[src/hw/mchan_params.svh]
// Widths and register indices; at most 16 transfers so the alloc bits fit above bit 16
`ifndef MCHAN_PARAMS_SVH
`define MCHAN_PARAMS_SVH

// ************************************************************
// Transfer IDs and 2D queue
// ************************************************************
`define MCHAN_NB_TRANSFERS     4
`define MCHAN_SID_WIDTH        ((`MCHAN_NB_TRANSFERS > 1) ? $clog2(`MCHAN_NB_TRANSFERS) : 1)
`define MCHAN_TWD_QUEUE_DEPTH  4
`define MCHAN_TWD_ADD_WIDTH    ((`MCHAN_TWD_QUEUE_DEPTH > 1) ? $clog2(`MCHAN_TWD_QUEUE_DEPTH) : 1)

// ************************************************************
// Command word fields
// ************************************************************
`define MCHAN_TCDM_ADD_WIDTH   12
`define MCHAN_EXT_ADD_WIDTH    29
`define MCHAN_LEN_WIDTH        15 // Word field is one bit wider
`define MCHAN_OPC_WIDTH        1
`define MCHAN_CMD_PAD_WIDTH    (32 - `MCHAN_LEN_WIDTH - 1 - `MCHAN_OPC_WIDTH - 5)
`define MCHAN_TWD_COUNT_WIDTH  16 // Low half of the 2D word
`define MCHAN_TWD_STRIDE_WIDTH 16 // High half

// Register map, index taken from address bits 3:2
`define MCHAN_REG_IDX_WIDTH    2
`define MCHAN_CMD_REG          2'd0
`define MCHAN_STATUS_REG       2'd1
`define MCHAN_ALLOC_STATUS_LSB 16 // Alloc bits in a status read

`endif

[src/hw/mchan_pkg.sv]
// Shared types; field widths come from the params header, cmd word is 32 bits with length at bit 0
`include "mchan_params.svh"

package mchan_pkg;

   // ************************************************************
   // Control target
   // ************************************************************

   // Command word view, length in the low bits
   typedef struct packed {
      logic [`MCHAN_CMD_PAD_WIDTH-1:0] pad;
      logic                            ble;  // Broadcast lines enable
      logic                            ile;  // Interrupt lines enable
      logic                            ele;  // Event lines enable
      logic                            twd;  // 2D transfer
      logic                            inc;  // Incremental
      logic [`MCHAN_OPC_WIDTH-1:0]     opc;
      logic [`MCHAN_LEN_WIDTH:0]       len;  // Bytes, full size fits
   } cmd_word_t;

   // 2D word view
   typedef struct packed {
      logic [`MCHAN_TWD_STRIDE_WIDTH-1:0] stride;
      logic [`MCHAN_TWD_COUNT_WIDTH-1:0]  count;
   } twd_word_t;

   // Same write word, decoded per sequence step
   typedef union packed {
      cmd_word_t   cmd;
      twd_word_t   twd;
      logic [31:0] raw;
   } ctrl_wdata_u;

   typedef struct packed {
      logic                            req;
      logic                            rd;      // 1 is read
      logic [`MCHAN_REG_IDX_WIDTH-1:0] reg_idx;
      ctrl_wdata_u                     wdata;
   } ctrl_req_t;

   typedef struct packed {
      logic        gnt;
      logic        r_valid;
      logic [31:0] r_data;
   } ctrl_rsp_t;

   // ************************************************************
   // Downstream queues and arbiter
   // ************************************************************
   typedef struct packed {
      logic [`MCHAN_LEN_WIDTH-1:0]     len;  // Length minus one
      logic [`MCHAN_OPC_WIDTH-1:0]     opc;
      logic                            inc;
      logic                            twd;
      logic                            ele;
      logic                            ile;
      logic                            ble;
      logic [`MCHAN_SID_WIDTH-1:0]     sid;
      logic [`MCHAN_TWD_ADD_WIDTH-1:0] twd_add;
   } cmd_t;

   typedef struct packed {
      logic [`MCHAN_TWD_ADD_WIDTH-1:0]    add;
      logic [`MCHAN_TWD_COUNT_WIDTH-1:0]  count;   // Minus one
      logic [`MCHAN_TWD_STRIDE_WIDTH-1:0] stride;  // Minus one
      logic [`MCHAN_SID_WIDTH-1:0]        sid;
   } twd_queue_t;

   typedef struct packed {
      logic                        req;
      logic                        gnt;
      logic [`MCHAN_SID_WIDTH-1:0] sid;
   } arb_t;

endpackage

[src/hw/mchan_ctrl_fsm.sv]
// Control target FSM; cmd writes only after a SID read, other requests in idle wait ungranted
`timescale 1ns/1ps
`include "mchan_params.svh"

module mchan_ctrl_fsm
(
   input  logic                               clk_i,
   input  logic                               rst_ni,
   // Control target
   input  mchan_pkg::ctrl_req_t               ctrl_req_i,
   output mchan_pkg::ctrl_rsp_t               ctrl_rsp_o,
   // Queue pushes, grants are not-full levels
   input  logic                               cmd_gnt_i,
   input  logic                               tcdm_gnt_i,
   input  logic                               ext_gnt_i,
   output logic                               cmd_req_o,
   output logic                               tcdm_req_o,
   output logic                               ext_req_o,
   output logic                               twd_queue_req_o,
   // SID buffer and 2D allocator
   output logic                               trans_alloc_req_o,
   input  logic                               trans_alloc_gnt_i,
   output logic                               twd_alloc_req_o,
   input  logic                               twd_alloc_gnt_i,
   output logic [`MCHAN_NB_TRANSFERS-1:0]     trans_alloc_clr_o,
   input  logic [`MCHAN_NB_TRANSFERS-1:0]     trans_status_i,
   input  logic [`MCHAN_NB_TRANSFERS-1:0]     trans_alloc_status_i,
   // Transfer context
   input  logic [`MCHAN_SID_WIDTH-1:0]        cur_sid_i,
   input  logic                               twd_pending_i,
   input  logic                               arb_hit_i,
   output logic                               sid_load_o,
   output logic                               twd_add_load_o,
   output logic                               twd_set_o,
   output logic                               twd_clr_o,
   output logic                               busy_o
);

   typedef enum logic [3:0]
   {
      IDLE,
      STAT_RSP,   // Status read data out
      SID_RSP,    // SID read data out, waiting for cmd word
      CMD_WAIT,
      TCDM_WAIT,
      EXT_WAIT,
      TWD_WAIT,   // 2D word, slot already reserved
      BUSY_ARB,   // Waiting for the arbiter
      BUSY_DONE   // Waiting for completion bit
   } state_e;

   state_e state_q, state_d;
   state_e busy_next;      // Busy entry after the last word
   logic   gnt;
   logic   r_valid_q;
   logic   wr_cmd;         // Legal sequence word
   logic   seq_abort;      // Anything else during a sequence
   logic   twd_cmd;        // 2D bit of the cmd word view

   assign wr_cmd    = ctrl_req_i.req && !ctrl_req_i.rd && (ctrl_req_i.reg_idx == `MCHAN_CMD_REG);
   assign seq_abort = ctrl_req_i.req && !wr_cmd;
   assign twd_cmd   = ctrl_req_i.wdata.cmd.twd;
   assign busy_next = arb_hit_i ? BUSY_DONE : BUSY_ARB; // Hit may come with the last word
   assign busy_o    = (state_q != IDLE);

   // ************************************************************
   // Next state and strobes
   // ************************************************************
   always_comb
   begin
      state_d           = state_q;
      gnt               = 1'b0;
      cmd_req_o         = 1'b0;
      tcdm_req_o        = 1'b0;
      ext_req_o         = 1'b0;
      twd_queue_req_o   = 1'b0;
      trans_alloc_req_o = 1'b0;
      twd_alloc_req_o   = 1'b0;
      trans_alloc_clr_o = '0;
      sid_load_o        = 1'b0;
      twd_add_load_o    = 1'b0;
      twd_set_o         = 1'b0;
      twd_clr_o         = 1'b0;

      case (state_q)
         IDLE:
         begin
            if (ctrl_req_i.req && ctrl_req_i.reg_idx == `MCHAN_STATUS_REG)
            begin
               gnt = 1'b1;                       // Status access never stalls
               if (ctrl_req_i.rd)
                  state_d = STAT_RSP;
               else                              // Clear mask for one cycle
                  trans_alloc_clr_o = ctrl_req_i.wdata.raw[`MCHAN_NB_TRANSFERS-1:0];
            end
            else if (ctrl_req_i.req && ctrl_req_i.rd && ctrl_req_i.reg_idx == `MCHAN_CMD_REG)
            begin
               trans_alloc_req_o = 1'b1;         // SID allocation
               if (trans_alloc_gnt_i)
               begin
                  gnt        = 1'b1;
                  sid_load_o = 1'b1;
                  state_d    = SID_RSP;
               end
            end
         end

         STAT_RSP:
            state_d = IDLE;

         SID_RSP, CMD_WAIT:
         begin
            state_d = CMD_WAIT;
            if (wr_cmd && cmd_gnt_i)
            begin
               // Reserve the 2D slot together with the cmd push
               twd_alloc_req_o = twd_cmd;
               if (!twd_cmd || twd_alloc_gnt_i)
               begin
                  gnt            = 1'b1;
                  cmd_req_o      = 1'b1;
                  twd_add_load_o = twd_cmd;
                  twd_set_o      = twd_cmd;
                  state_d        = TCDM_WAIT;
               end
            end
            else if (seq_abort)
            begin
               twd_clr_o = 1'b1;
               state_d   = IDLE;
            end
         end

         TCDM_WAIT:
         begin
            if (wr_cmd && tcdm_gnt_i)
            begin
               gnt        = 1'b1;
               tcdm_req_o = 1'b1;
               state_d    = EXT_WAIT;
            end
            else if (seq_abort)
            begin
               twd_clr_o = 1'b1;                 // Drop a pending 2D flag
               state_d   = IDLE;
            end
         end

         EXT_WAIT:
         begin
            if (wr_cmd && ext_gnt_i)
            begin
               gnt       = 1'b1;
               ext_req_o = 1'b1;
               state_d   = twd_pending_i ? TWD_WAIT : busy_next;
            end
            else if (seq_abort)
            begin
               twd_clr_o = 1'b1;
               state_d   = IDLE;
            end
         end

         TWD_WAIT:
         begin
            if (wr_cmd)                         // No downstream grant needed
            begin
               gnt             = 1'b1;
               twd_queue_req_o = 1'b1;
               twd_clr_o       = 1'b1;
               state_d         = busy_next;
            end
            else if (seq_abort)
            begin
               twd_clr_o = 1'b1;
               state_d   = IDLE;
            end
         end

         BUSY_ARB:
            if (arb_hit_i)
               state_d = BUSY_DONE;

         BUSY_DONE:
            if (trans_status_i[cur_sid_i])
               state_d = IDLE;

         default:
            state_d = IDLE;
      endcase
   end

   always_ff @(posedge clk_i or negedge rst_ni)
   begin
      if (!rst_ni)
      begin
         state_q   <= IDLE;
         r_valid_q <= 1'b0;
      end
      else
      begin
         state_q   <= state_d;
         r_valid_q <= gnt;   // One r_valid per grant
      end
   end

   // ************************************************************
   // Read response
   // ************************************************************
   always_comb
   begin
      ctrl_rsp_o.gnt     = gnt;
      ctrl_rsp_o.r_valid = r_valid_q;
      ctrl_rsp_o.r_data  = '0;   // Writes return zero
      if (state_q == STAT_RSP)
      begin
         ctrl_rsp_o.r_data[`MCHAN_NB_TRANSFERS-1:0] = trans_status_i;
         ctrl_rsp_o.r_data[`MCHAN_ALLOC_STATUS_LSB +: `MCHAN_NB_TRANSFERS] = trans_alloc_status_i;
      end
      else if (state_q == SID_RSP)
         ctrl_rsp_o.r_data[`MCHAN_SID_WIDTH-1:0] = cur_sid_i; // Loaded on the grant edge
   end

endmodule

[src/hw/mchan_xfer_ctx.sv]
// Transfer context; fields are decoded live from the write word, valid only with their push
`timescale 1ns/1ps
`include "mchan_params.svh"

module mchan_xfer_ctx
(
   input  logic                                clk_i,
   input  logic                                rst_ni,
   input  mchan_pkg::ctrl_wdata_u              wdata_i,
   input  logic [`MCHAN_SID_WIDTH-1:0]         trans_alloc_ret_i,
   input  logic [`MCHAN_TWD_ADD_WIDTH-1:0]     twd_alloc_add_i,
   input  mchan_pkg::arb_t                     arb_i,
   // Load strobes from the FSM
   input  logic                                sid_load_i,
   input  logic                                twd_add_load_i,
   input  logic                                twd_set_i,
   input  logic                                twd_clr_i,
   // Queue payloads
   output mchan_pkg::cmd_t                     cmd_o,
   output logic [`MCHAN_TCDM_ADD_WIDTH-1:0]    tcdm_add_o,
   output logic [`MCHAN_EXT_ADD_WIDTH-1:0]     ext_add_o,
   output mchan_pkg::twd_queue_t               twd_queue_o,
   output logic                                twd_trans_o,
   output logic [`MCHAN_SID_WIDTH-1:0]         cur_sid_o,
   output logic                                arb_hit_o
);

   logic [`MCHAN_SID_WIDTH-1:0]     sid_q;
   logic [`MCHAN_TWD_ADD_WIDTH-1:0] twd_add_q;     // Reserved 2D slot
   logic                            twd_pending_q; // Cmd pushed, 2D word not yet
   logic [`MCHAN_LEN_WIDTH:0]       len_m1;

   // ************************************************************
   // Context registers
   // ************************************************************
   always_ff @(posedge clk_i or negedge rst_ni)
   begin
      if (!rst_ni)
      begin
         sid_q         <= '0;
         twd_pending_q <= 1'b0;
      end
      else
      begin
         if (sid_load_i)
            sid_q <= trans_alloc_ret_i;   // Same cycle grant from SID buffer
         if (twd_set_i)
            twd_pending_q <= 1'b1;
         else if (twd_clr_i)
            twd_pending_q <= 1'b0;
      end
   end

   always_ff @(posedge clk_i)
   begin
      if (twd_add_load_i)
         twd_add_q <= twd_alloc_add_i;
   end

   // ************************************************************
   // Field unpacking
   // ************************************************************
   assign len_m1 = wdata_i.cmd.len - (`MCHAN_LEN_WIDTH+1)'(1);   // Full size wraps to all ones

   always_comb
   begin
      cmd_o.len     = len_m1[`MCHAN_LEN_WIDTH-1:0];
      cmd_o.opc     = wdata_i.cmd.opc;
      cmd_o.inc     = wdata_i.cmd.inc;
      cmd_o.twd     = wdata_i.cmd.twd;
      cmd_o.ele     = wdata_i.cmd.ele;
      cmd_o.ile     = wdata_i.cmd.ile;
      cmd_o.ble     = wdata_i.cmd.ble;
      cmd_o.sid     = sid_q;
      cmd_o.twd_add = twd_alloc_add_i;       // Slot granted in the push cycle

      twd_queue_o.add    = twd_add_q;
      twd_queue_o.count  = wdata_i.twd.count - (`MCHAN_TWD_COUNT_WIDTH)'(1);
      twd_queue_o.stride = wdata_i.twd.stride - (`MCHAN_TWD_STRIDE_WIDTH)'(1);
      twd_queue_o.sid    = sid_q;
   end

   assign tcdm_add_o  = wdata_i.raw[`MCHAN_TCDM_ADD_WIDTH-1:0];
   assign ext_add_o   = wdata_i.raw[`MCHAN_EXT_ADD_WIDTH-1:0];
   assign twd_trans_o = twd_pending_q;
   assign cur_sid_o   = sid_q;

   // Arbiter granted our SID this cycle
   assign arb_hit_o = arb_i.req && arb_i.gnt && (arb_i.sid == sid_q);

endmodule

[src/hw/mchan_cmd_front.sv]
// DMA command front end top; downstream FIFOs, SID buffer and arbiter are external
`timescale 1ns/1ps
`include "mchan_params.svh"

module mchan_cmd_front
(
   input  logic                                clk_i,
   input  logic                                rst_ni,
   // Control target
   input  mchan_pkg::ctrl_req_t                ctrl_req_i,
   output mchan_pkg::ctrl_rsp_t                ctrl_rsp_o,
   // Cmd, TCDM and ext queues
   input  logic                                cmd_gnt_i,
   output logic                                cmd_req_o,
   output mchan_pkg::cmd_t                     cmd_o,
   input  logic                                tcdm_gnt_i,
   output logic                                tcdm_req_o,
   output logic [`MCHAN_TCDM_ADD_WIDTH-1:0]    tcdm_add_o,
   input  logic                                ext_gnt_i,
   output logic                                ext_req_o,
   output logic [`MCHAN_EXT_ADD_WIDTH-1:0]     ext_add_o,
   // 2D allocator and queue
   output logic                                twd_alloc_req_o,
   input  logic                                twd_alloc_gnt_i,
   input  logic [`MCHAN_TWD_ADD_WIDTH-1:0]     twd_alloc_add_i,
   output logic                                twd_queue_req_o,
   output mchan_pkg::twd_queue_t               twd_queue_o,
   output logic                                twd_trans_o,
   // SID buffer
   output logic                                trans_alloc_req_o,
   input  logic                                trans_alloc_gnt_i,
   input  logic [`MCHAN_SID_WIDTH-1:0]         trans_alloc_ret_i,
   output logic [`MCHAN_NB_TRANSFERS-1:0]      trans_alloc_clr_o,
   input  logic [`MCHAN_NB_TRANSFERS-1:0]      trans_alloc_status_i,
   input  logic [`MCHAN_NB_TRANSFERS-1:0]      trans_status_i,
   // Synchronisation arbiter
   input  mchan_pkg::arb_t                     arb_i,
   output logic                                busy_o
);

   logic [`MCHAN_SID_WIDTH-1:0] cur_sid;
   logic                        arb_hit;
   logic                        sid_load;
   logic                        twd_add_load;
   logic                        twd_set;
   logic                        twd_clr;

   mchan_ctrl_fsm u_fsm
   (
      .clk_i                (clk_i),
      .rst_ni               (rst_ni),
      .ctrl_req_i           (ctrl_req_i),
      .ctrl_rsp_o           (ctrl_rsp_o),
      .cmd_gnt_i            (cmd_gnt_i),
      .tcdm_gnt_i           (tcdm_gnt_i),
      .ext_gnt_i            (ext_gnt_i),
      .cmd_req_o            (cmd_req_o),
      .tcdm_req_o           (tcdm_req_o),
      .ext_req_o            (ext_req_o),
      .twd_queue_req_o      (twd_queue_req_o),
      .trans_alloc_req_o    (trans_alloc_req_o),
      .trans_alloc_gnt_i    (trans_alloc_gnt_i),
      .twd_alloc_req_o      (twd_alloc_req_o),
      .twd_alloc_gnt_i      (twd_alloc_gnt_i),
      .trans_alloc_clr_o    (trans_alloc_clr_o),
      .trans_status_i       (trans_status_i),
      .trans_alloc_status_i (trans_alloc_status_i),
      .cur_sid_i            (cur_sid),
      .twd_pending_i        (twd_trans_o),     // 2D flag also drives the output
      .arb_hit_i            (arb_hit),
      .sid_load_o           (sid_load),
      .twd_add_load_o       (twd_add_load),
      .twd_set_o            (twd_set),
      .twd_clr_o            (twd_clr),
      .busy_o               (busy_o)
   );

   mchan_xfer_ctx u_ctx
   (
      .clk_i             (clk_i),
      .rst_ni            (rst_ni),
      .wdata_i           (ctrl_req_i.wdata),
      .trans_alloc_ret_i (trans_alloc_ret_i),
      .twd_alloc_add_i   (twd_alloc_add_i),
      .arb_i             (arb_i),
      .sid_load_i        (sid_load),
      .twd_add_load_i    (twd_add_load),
      .twd_set_i         (twd_set),
      .twd_clr_i         (twd_clr),
      .cmd_o             (cmd_o),
      .tcdm_add_o        (tcdm_add_o),
      .ext_add_o         (ext_add_o),
      .twd_queue_o       (twd_queue_o),
      .twd_trans_o       (twd_trans_o),
      .cur_sid_o         (cur_sid),
      .arb_hit_o         (arb_hit)
   );

endmodule

[config.mk]
export PLATFORM = sky130hd
export DESIGN_NAME = mchan_cmd_front
export DESIGN_NICKNAME = d
export VERILOG_FILES = /design/src/hw/mchan_pkg.sv /design/src/hw/mchan_ctrl_fsm.sv /design/src/hw/mchan_xfer_ctx.sv /design/src/hw/mchan_cmd_front.sv
export VERILOG_INCLUDE_DIRS = /design/src /design/src/hw
export SDC_FILE = /design/constraint.sdc
export NUM_CORES = 1
export LEC_CHECK = 0
export BUFFER_PORTS_ARGS = -buffer_cell sky130_fd_sc_hd__buf_2
export CAP_MARGIN = 20
export CORE_ASPECT_RATIO = 0.8
export CORE_MARGIN = 4
export CORE_UTILIZATION = 40
export DETAILED_ROUTE_END_ITERATION = 6
export GPL_TIMING_DRIVEN = 1
export PLACE_DENSITY = 0.88
export SLEW_MARGIN = 10
export SYNTH_ARGS = -nofsm -noshare
export SYNTH_HDL_FRONTEND = slang
export SYNTH_SLANG_ARGS = --single-unit
export TNS_END_PERCENT = 5
[constraint.sdc]
create_clock -name clk_i -period 4.76 [get_ports clk_i]
set_input_delay 1.19 -clock clk_i [delete_from_list [all_inputs] [get_ports clk_i]]
set_output_delay 1.19 -clock clk_i [all_outputs]
set_load 0.02 [all_outputs]
* Yosys cells after proc, flatten, opt, wreduce, memory -nomap -nowiden
Cells that the tools add are included.
Word-level totals: bits in registers 10, bits in latches 0, memory bits (writable) 0, ROM bits 0, input port bits 59, output and inout bits 148, word-level logic and storage cells 100, memories kept 0
Operators by class: add/sub/neg operators 2, multipliers 0, div/mod/pow operators 0, order comparisons 1, equal/unequal tests 15, shifts and indexed selects 0, multiplexer cells 56, bitwise operators 0, reduce and logical (&&, ||, !) cells 21
Operators with widths (count):
- 4-bit 2-to-1 mux | 17
- 16-bit by 1-bit subtractor with 16-bit output, second input constant | 2
- 1-bit 2-to-1 mux | 30
- 4-bit case mux with 7 select lines | 1
- 4-bit by 3-bit == test with 1-bit output, second input constant | 4
- 1-bit logical AND | 11
- 4-bit by 2-bit == test with 1-bit output, second input constant | 2
- 2-bit 2-to-1 mux | 4
- 1-bit case mux with 5 select lines | 1
- 5-bit AND reduction | 1
- 4-bit by 1-bit == test with 1-bit output, second input constant | 1
- 4-bit == test, second input constant | 1
- 4-bit zero test | 1
- 2-bit by 1-bit != test with 1-bit output, second input constant | 2
- 1-bit case mux with 4 select lines | 1
- 4-bit nonzero test | 1
- 1-bit zero test | 3
- 2-bit by 3-bit < comparator with 1-bit output, second input constant | 1
- 3-bit 2-to-1 mux | 1
- 3-bit by 1-bit != test with 1-bit output, second input constant | 1
- 3-bit by 2-bit != test with 1-bit output, second input constant | 1
- 3-bit != test, second input constant | 1
- 1-bit binary-select mux with 2-bit select | 1
- 2-bit by 1-bit == test with 1-bit output, second input constant | 1
- 5 further kinds | 5

* Longest topological paths before layout
word-level depth 10, depth in mapped cells 7, gate-level depth less buffers 6

* Cells and area by module
A second synthesis with hierarchy kept.
Unflattened totals: cells, all modules 289, area, all modules 2255.9 um2
By module, submodules not included:
- mchan_xfer_ctx | times used 1, cells an instance 157, area each 1293.7 um2, seq. area each 135.1 um2
- mchan_ctrl_fsm | times used 1, cells an instance 132, area each 962.2 um2, seq. area each 125.1 um2

* Worst setup path before layout
Ideal clock, no wire load.
path type input -> output, start point in ctrl_req_i[8] (netlist name), end point out twd_queue_o[31] (netlist name), arrival 3.164 ns, data required time 3.570 ns, path slack 0.406 ns, stages on the path 6, path buffers 1, cell sequence or4_4 > or3_4 > or3_4 > nor2_1 > xor2_1 > buf_4
RTL lines:
- from (decl) | line mchan_cmd_front.sv:10 | input mchan_pkg::ctrl_req_t ctrl_req_i,
- to (decl) | line mchan_cmd_front.sv:27 | output mchan_pkg::twd_queue_t twd_queue_o,

==> impl_results.rst <==
.. list-table::
   :header-rows: 1

   * - Metric
     - Value
   * - Netlist Area Pre-Place
     - around 2100 µm²
   * - Clock-pin slew on the worst setup and hold paths
     - 0.05 ns
   * - Final setup violation count
     - 0
   * - Post-route antenna net violation count
     - 0
   * - Max Cap Violations
     - 0
   * - Hold-fix buffers at CTS
     - 0
   * - Sinks on the clock net
     - 10
   * - Type of element launching the critical path
     - input pin
   * - Number of enable flip-flop cells after synthesis
     - 2
   * - Internal cell power
     - 0.000324 W
   * - Power density of the placed cells
     - 274 nW/µm²
   * - Avg Inst Size Synth
     - ~7.3 µm²
   * - Maximum single-stage delay on the critical path
     - about 0.54 ns
   * - Period Utilization, post-route
     - 89.2%
   * - Max Root-Sink Buffers
     - 2
   * - Crit path setup slack, layout
     - 0.512 ns
   * - Sequential cell area fraction in the yosys report
     - 12.3%
   * - Yosys warnings
     - 0
   * - Average wire per cell in the routed design
     - ~14 µm
   * - Number of global-route vias before repair
     - 1,964
   * - Hold/Removal Path Class
     - register to register
   * - Drt via density
     - 4.90
   * - Data required time of the worst path
     - 3.57 ns
   * - TritonCTS buffer count
     - 3
   * - Initial Utilization
     - 41.6%
   * - Switch Pwr
     - 0.000365 W
   * - Most used flip-flop cell after synthesis
     - sky130_fd_sc_hd__dfrtp_1
   * - Fin Clk Skew
     - 0.00604 ns
   * - Number of DRC violations after detailed routing
     - 0
   * - Number of buffers inserted by port buffering
     - between 150 and 200
   * - Violation count after the first detailed-route iteration
     - between 100 and 150
   * - Critical path data arrival time
     - 3.06 ns
   * - Fraction of synthesis flops using an asynchronous set or reset pin
     - 80.0%
   * - Instance area after placement
     - 2480 µm²
   * - Outcome
     - finished clean
   * - Die H
     - 72.9 µm
   * - Setup TNS
     - 0 ns
   * - Post-Route Utilization
     - 49.8%
   * - Global-route wire length before repair
     - 9.41 mm
   * - Unique cell type count in the Yosys netlist
     - 47
   * - Placeable core area
     - between 5000 and 6000 µm²
   * - Fraction of layout cells with a size suffix above 1
     - around 50%
   * - Standard-cell row count
     - 23
   * - Peak VDD IR
     - 0.000258 V
   * - Clk Latency, worst-skew pair
     - 0.25 ns
   * - Actual transition at the worst max-transition pin
     - 0.613 ns
   * - Die span in x
     - 89.2 µm
   * - # diodes
     - 0
   * - Synthesized instance count
     - about 290
   * - Drt pass-1 iters
     - 4
   * - Critical Path Sink Type
     - primary output
   * - Final Cell Area
     - 2520 µm²
   * - Slew Limit Fails
     - 0
   * - Proportion of power drawn by flip-flops and latches
     - 21.5%
   * - Number of nets in the layout
     - around 460
   * - Total of flip-flops plus latches after synthesis
     - 10
   * - Placer's final routability congestion estimate
     - 0.935
   * - Switching Share
     - between 50% and 60%
   * - CTS tree
     - built
   * - Maximum clock rate
     - 235 MHz
   * - Number of placed I/O pins
     - 207
   * - Leakage power
     - 1.41 nW
   * - Pin count of the biggest net entering global routing
     - 16
   * - GRT Resource Usage Total
     - 18.0%
   * - Critical path class
     - input pin to primary output
   * - Slowest-stage cell, CP
     - sky130_fd_sc_hd__or4_4
   * - Total congestion overflow after global routing
     - 0
   * - Final Hold Vio Count
     - 0
   * - H-Tree Depth
     - 1
   * - Clock share of power
     - 14.0%
   * - Area delta synth->final
     - 19.6%
   * - Post-detailed-routing wire length
     - 6.42 mm
   * - Comb pwr share
     - 64.5%
   * - Minimum clock period
     - about 4.2 ns
   * - Setup repair after global routing missed its margin
     - false
   * - Die Outline Area
     - roughly 6500 µm²
   * - Resized cells post-CTS
     - 0
   * - Routed vias
     - 2,260
   * - Root buffer cell
     - sky130_fd_sc_hd__clkbuf_8
   * - # fillers
     - between 500 and 600
   * - Number of antenna violations at the first check in global routing
     - 0
   * - Ordered list of cells on the worst path
     - buf_2 > or4_4 > or3_4 > or3_4 > nor2_1 > xor2_1 > buf_2
   * - Largest fanout on the critical path
     - 4
   * - Post-placement setup slack
     - 0.496 ns
   * - Setup repair bufs after CTS
     - 0
   * - Total half-perimeter wirelength after legalization and detailed placement
     - 5.49 mm
   * - Remaining max-slew budget at the tightest pin
     - between 50% and 60%
## sequential cells by signal, summed over array words and instances, names as in the netlist
register and cells:
u_ctx.twd_trans_o 1, u_fsm.state_q 4, u_ctx.twd_add_q 2, u_ctx.cur_sid_o 2, u_fsm.r_valid_q 1
## metrics by stage
stage / cells / total power, W / hold slack, ns
finish: 461 / 0.000690 / 0.641
global route: 461 / 0.000739 / 0.682
CTS: 461 / 0.000692 / 0.645
detailed placement: 457 / 0.000591 / 0.637
global placement: 457 / 0.000581 / 0.625
floorplan: 310 / 0.000502 / 0.579
## routing by layer
metal	part of all wire [%]	up-vias	global-route usage [%]
met5	0	-	0
met1	38	1041	23.1
met2	52	111	30.5
met4	1.2	0	4.96
met3	8.1	7	3.61
li1	-	1101	-
## layout make-up
| cell class | instances | area (µm²) | area share [%] |
|---|---|---|---|
| inverter | 8 | 30.0 | 1.19 |
| sequential | 10 | 260 | 10.3 |
| multi-input combinational | 194 | 1190 | 47.2 |
| tap | 62 | 77.6 | 3.08 |
| timing repair buffer | 183 | 918 | 36.4 |
| clock buffer | 4 | 45.0 | 1.79 |
## synthesized netlist by cell type (2+ instances only)
cell type,instances,area (µm²)
sky130_fd_sc_hd__a21oi_1,7,35.0
sky130_fd_sc_hd__a22oi_1,2,15.0
sky130_fd_sc_hd__and2_1,6,37.5
sky130_fd_sc_hd__and3_1,9,56.3
sky130_fd_sc_hd__buf_4,92,691
sky130_fd_sc_hd__clkbuf_1,5,18.8
sky130_fd_sc_hd__dfrtp_1,8,200
sky130_fd_sc_hd__edfxtp_1,2,60.1
sky130_fd_sc_hd__ha_1,2,25.0
sky130_fd_sc_hd__inv_1,8,30.0
sky130_fd_sc_hd__mux2_2,2,22.5
sky130_fd_sc_hd__nand2_1,20,75.1
sky130_fd_sc_hd__nand2b_1,2,12.5
sky130_fd_sc_hd__nand3_1,3,15.0
sky130_fd_sc_hd__nand3b_1,3,22.5
sky130_fd_sc_hd__nor2_1,21,78.8
sky130_fd_sc_hd__nor2b_1,3,18.8
sky130_fd_sc_hd__nor3_1,17,85.1
sky130_fd_sc_hd__nor4_1,9,56.3
sky130_fd_sc_hd__o21ai_0,7,35.0
sky130_fd_sc_hd__o22ai_1,3,18.8
sky130_fd_sc_hd__or3_1,4,25.0
sky130_fd_sc_hd__or3_4,2,22.5
sky130_fd_sc_hd__xnor2_1,7,61.3
sky130_fd_sc_hd__xor2_1,21,184
## placed cells by master (no fill, tap or decap), types with 2 or more instances in the layout
| cell type | n |
|---|---|
| sky130_fd_sc_hd__buf_2 | 182 |
| sky130_fd_sc_hd__conb_1 | 24 |
| sky130_fd_sc_hd__nor2_1 | 21 |
| sky130_fd_sc_hd__xor2_1 | 21 |
| sky130_fd_sc_hd__nand2_1 | 20 |
| sky130_fd_sc_hd__nor3_1 | 17 |
| sky130_fd_sc_hd__nor4_1 | 9 |
| sky130_fd_sc_hd__and3_1 | 9 |
| sky130_fd_sc_hd__inv_1 | 8 |
| sky130_fd_sc_hd__dfrtp_1 | 8 |
| sky130_fd_sc_hd__xnor2_1 | 7 |
| sky130_fd_sc_hd__o21ai_0 | 7 |
| sky130_fd_sc_hd__a21oi_1 | 7 |
| sky130_fd_sc_hd__and2_1 | 6 |
| sky130_fd_sc_hd__or3_1 | 4 |
| sky130_fd_sc_hd__nand3b_1 | 3 |
| sky130_fd_sc_hd__nand3_1 | 3 |
| sky130_fd_sc_hd__nor2b_1 | 3 |
| sky130_fd_sc_hd__o22ai_1 | 3 |
| sky130_fd_sc_hd__clkbuf_8 | 3 |
| sky130_fd_sc_hd__or3_4 | 2 |
| sky130_fd_sc_hd__nand2b_1 | 2 |
| sky130_fd_sc_hd__a22oi_1 | 2 |
| sky130_fd_sc_hd__mux2_2 | 2 |
| sky130_fd_sc_hd__ha_1 | 2 |
| sky130_fd_sc_hd__edfxtp_1 | 2 |
## final timing paths
| kind | start | to | slack (ns) | cells past startpoint |
|---|---|---|---|---|
| worst max-delay path | ctrl_req_i[8] | cmd_o[23] | 0.51 | 7 |
| worst min-delay path | u_ctx.twd_trans_o | u_ctx.twd_trans_o | 0.64 | 2 |
| worst max register to register | u_fsm.state_q[2] | u_ctx.cur_sid_o[1] | 2.43 | 6 |
| worst min register to register | u_ctx.twd_trans_o | u_ctx.twd_trans_o | 0.64 | 2 |
| max in group asynchronous | rst_ni | u_fsm.r_valid_q | 3.79 | 1 |
| min in group asynchronous | rst_ni | u_fsm.state_q[2] | 0.79 | 1 |
## critical path: cells and delay by family
kind	cells	cell delay (ns)
xor+xnor	1	0.18
buf+inv	2	0.31
simple gates	4	1.37
## logic make-up after synthesis
family | Yosys count | synth area share (%)
AOI/OAI and AO/OA | 29 | 8.84
xor gates and xnor gates | 28 | 11.6
adders and majority gates | 2 | 1.19
buffers and inverters | 106 | 35.3
DFF | 10 | 12.3
muxes | 3 | 2.14
other | 1 | 0.178
and+or+nand+nor | 108 | 28.4
## power by group through the flow
stage / logic [W] / registers (W) / clock network [W]
global placement: 0.000435 / 0.000146 / 0
detailed placement: 0.000442 / 0.000149 / 0
global route: 0.000481 / 0.000153 / 0.000105
CTS: 0.000444 / 0.000148 / 0.000101
floorplan: 0.000364 / 0.000138 / 0
finish: 0.000445 / 0.000149 / 0.0000966
(Power assumes the default switching activity.)
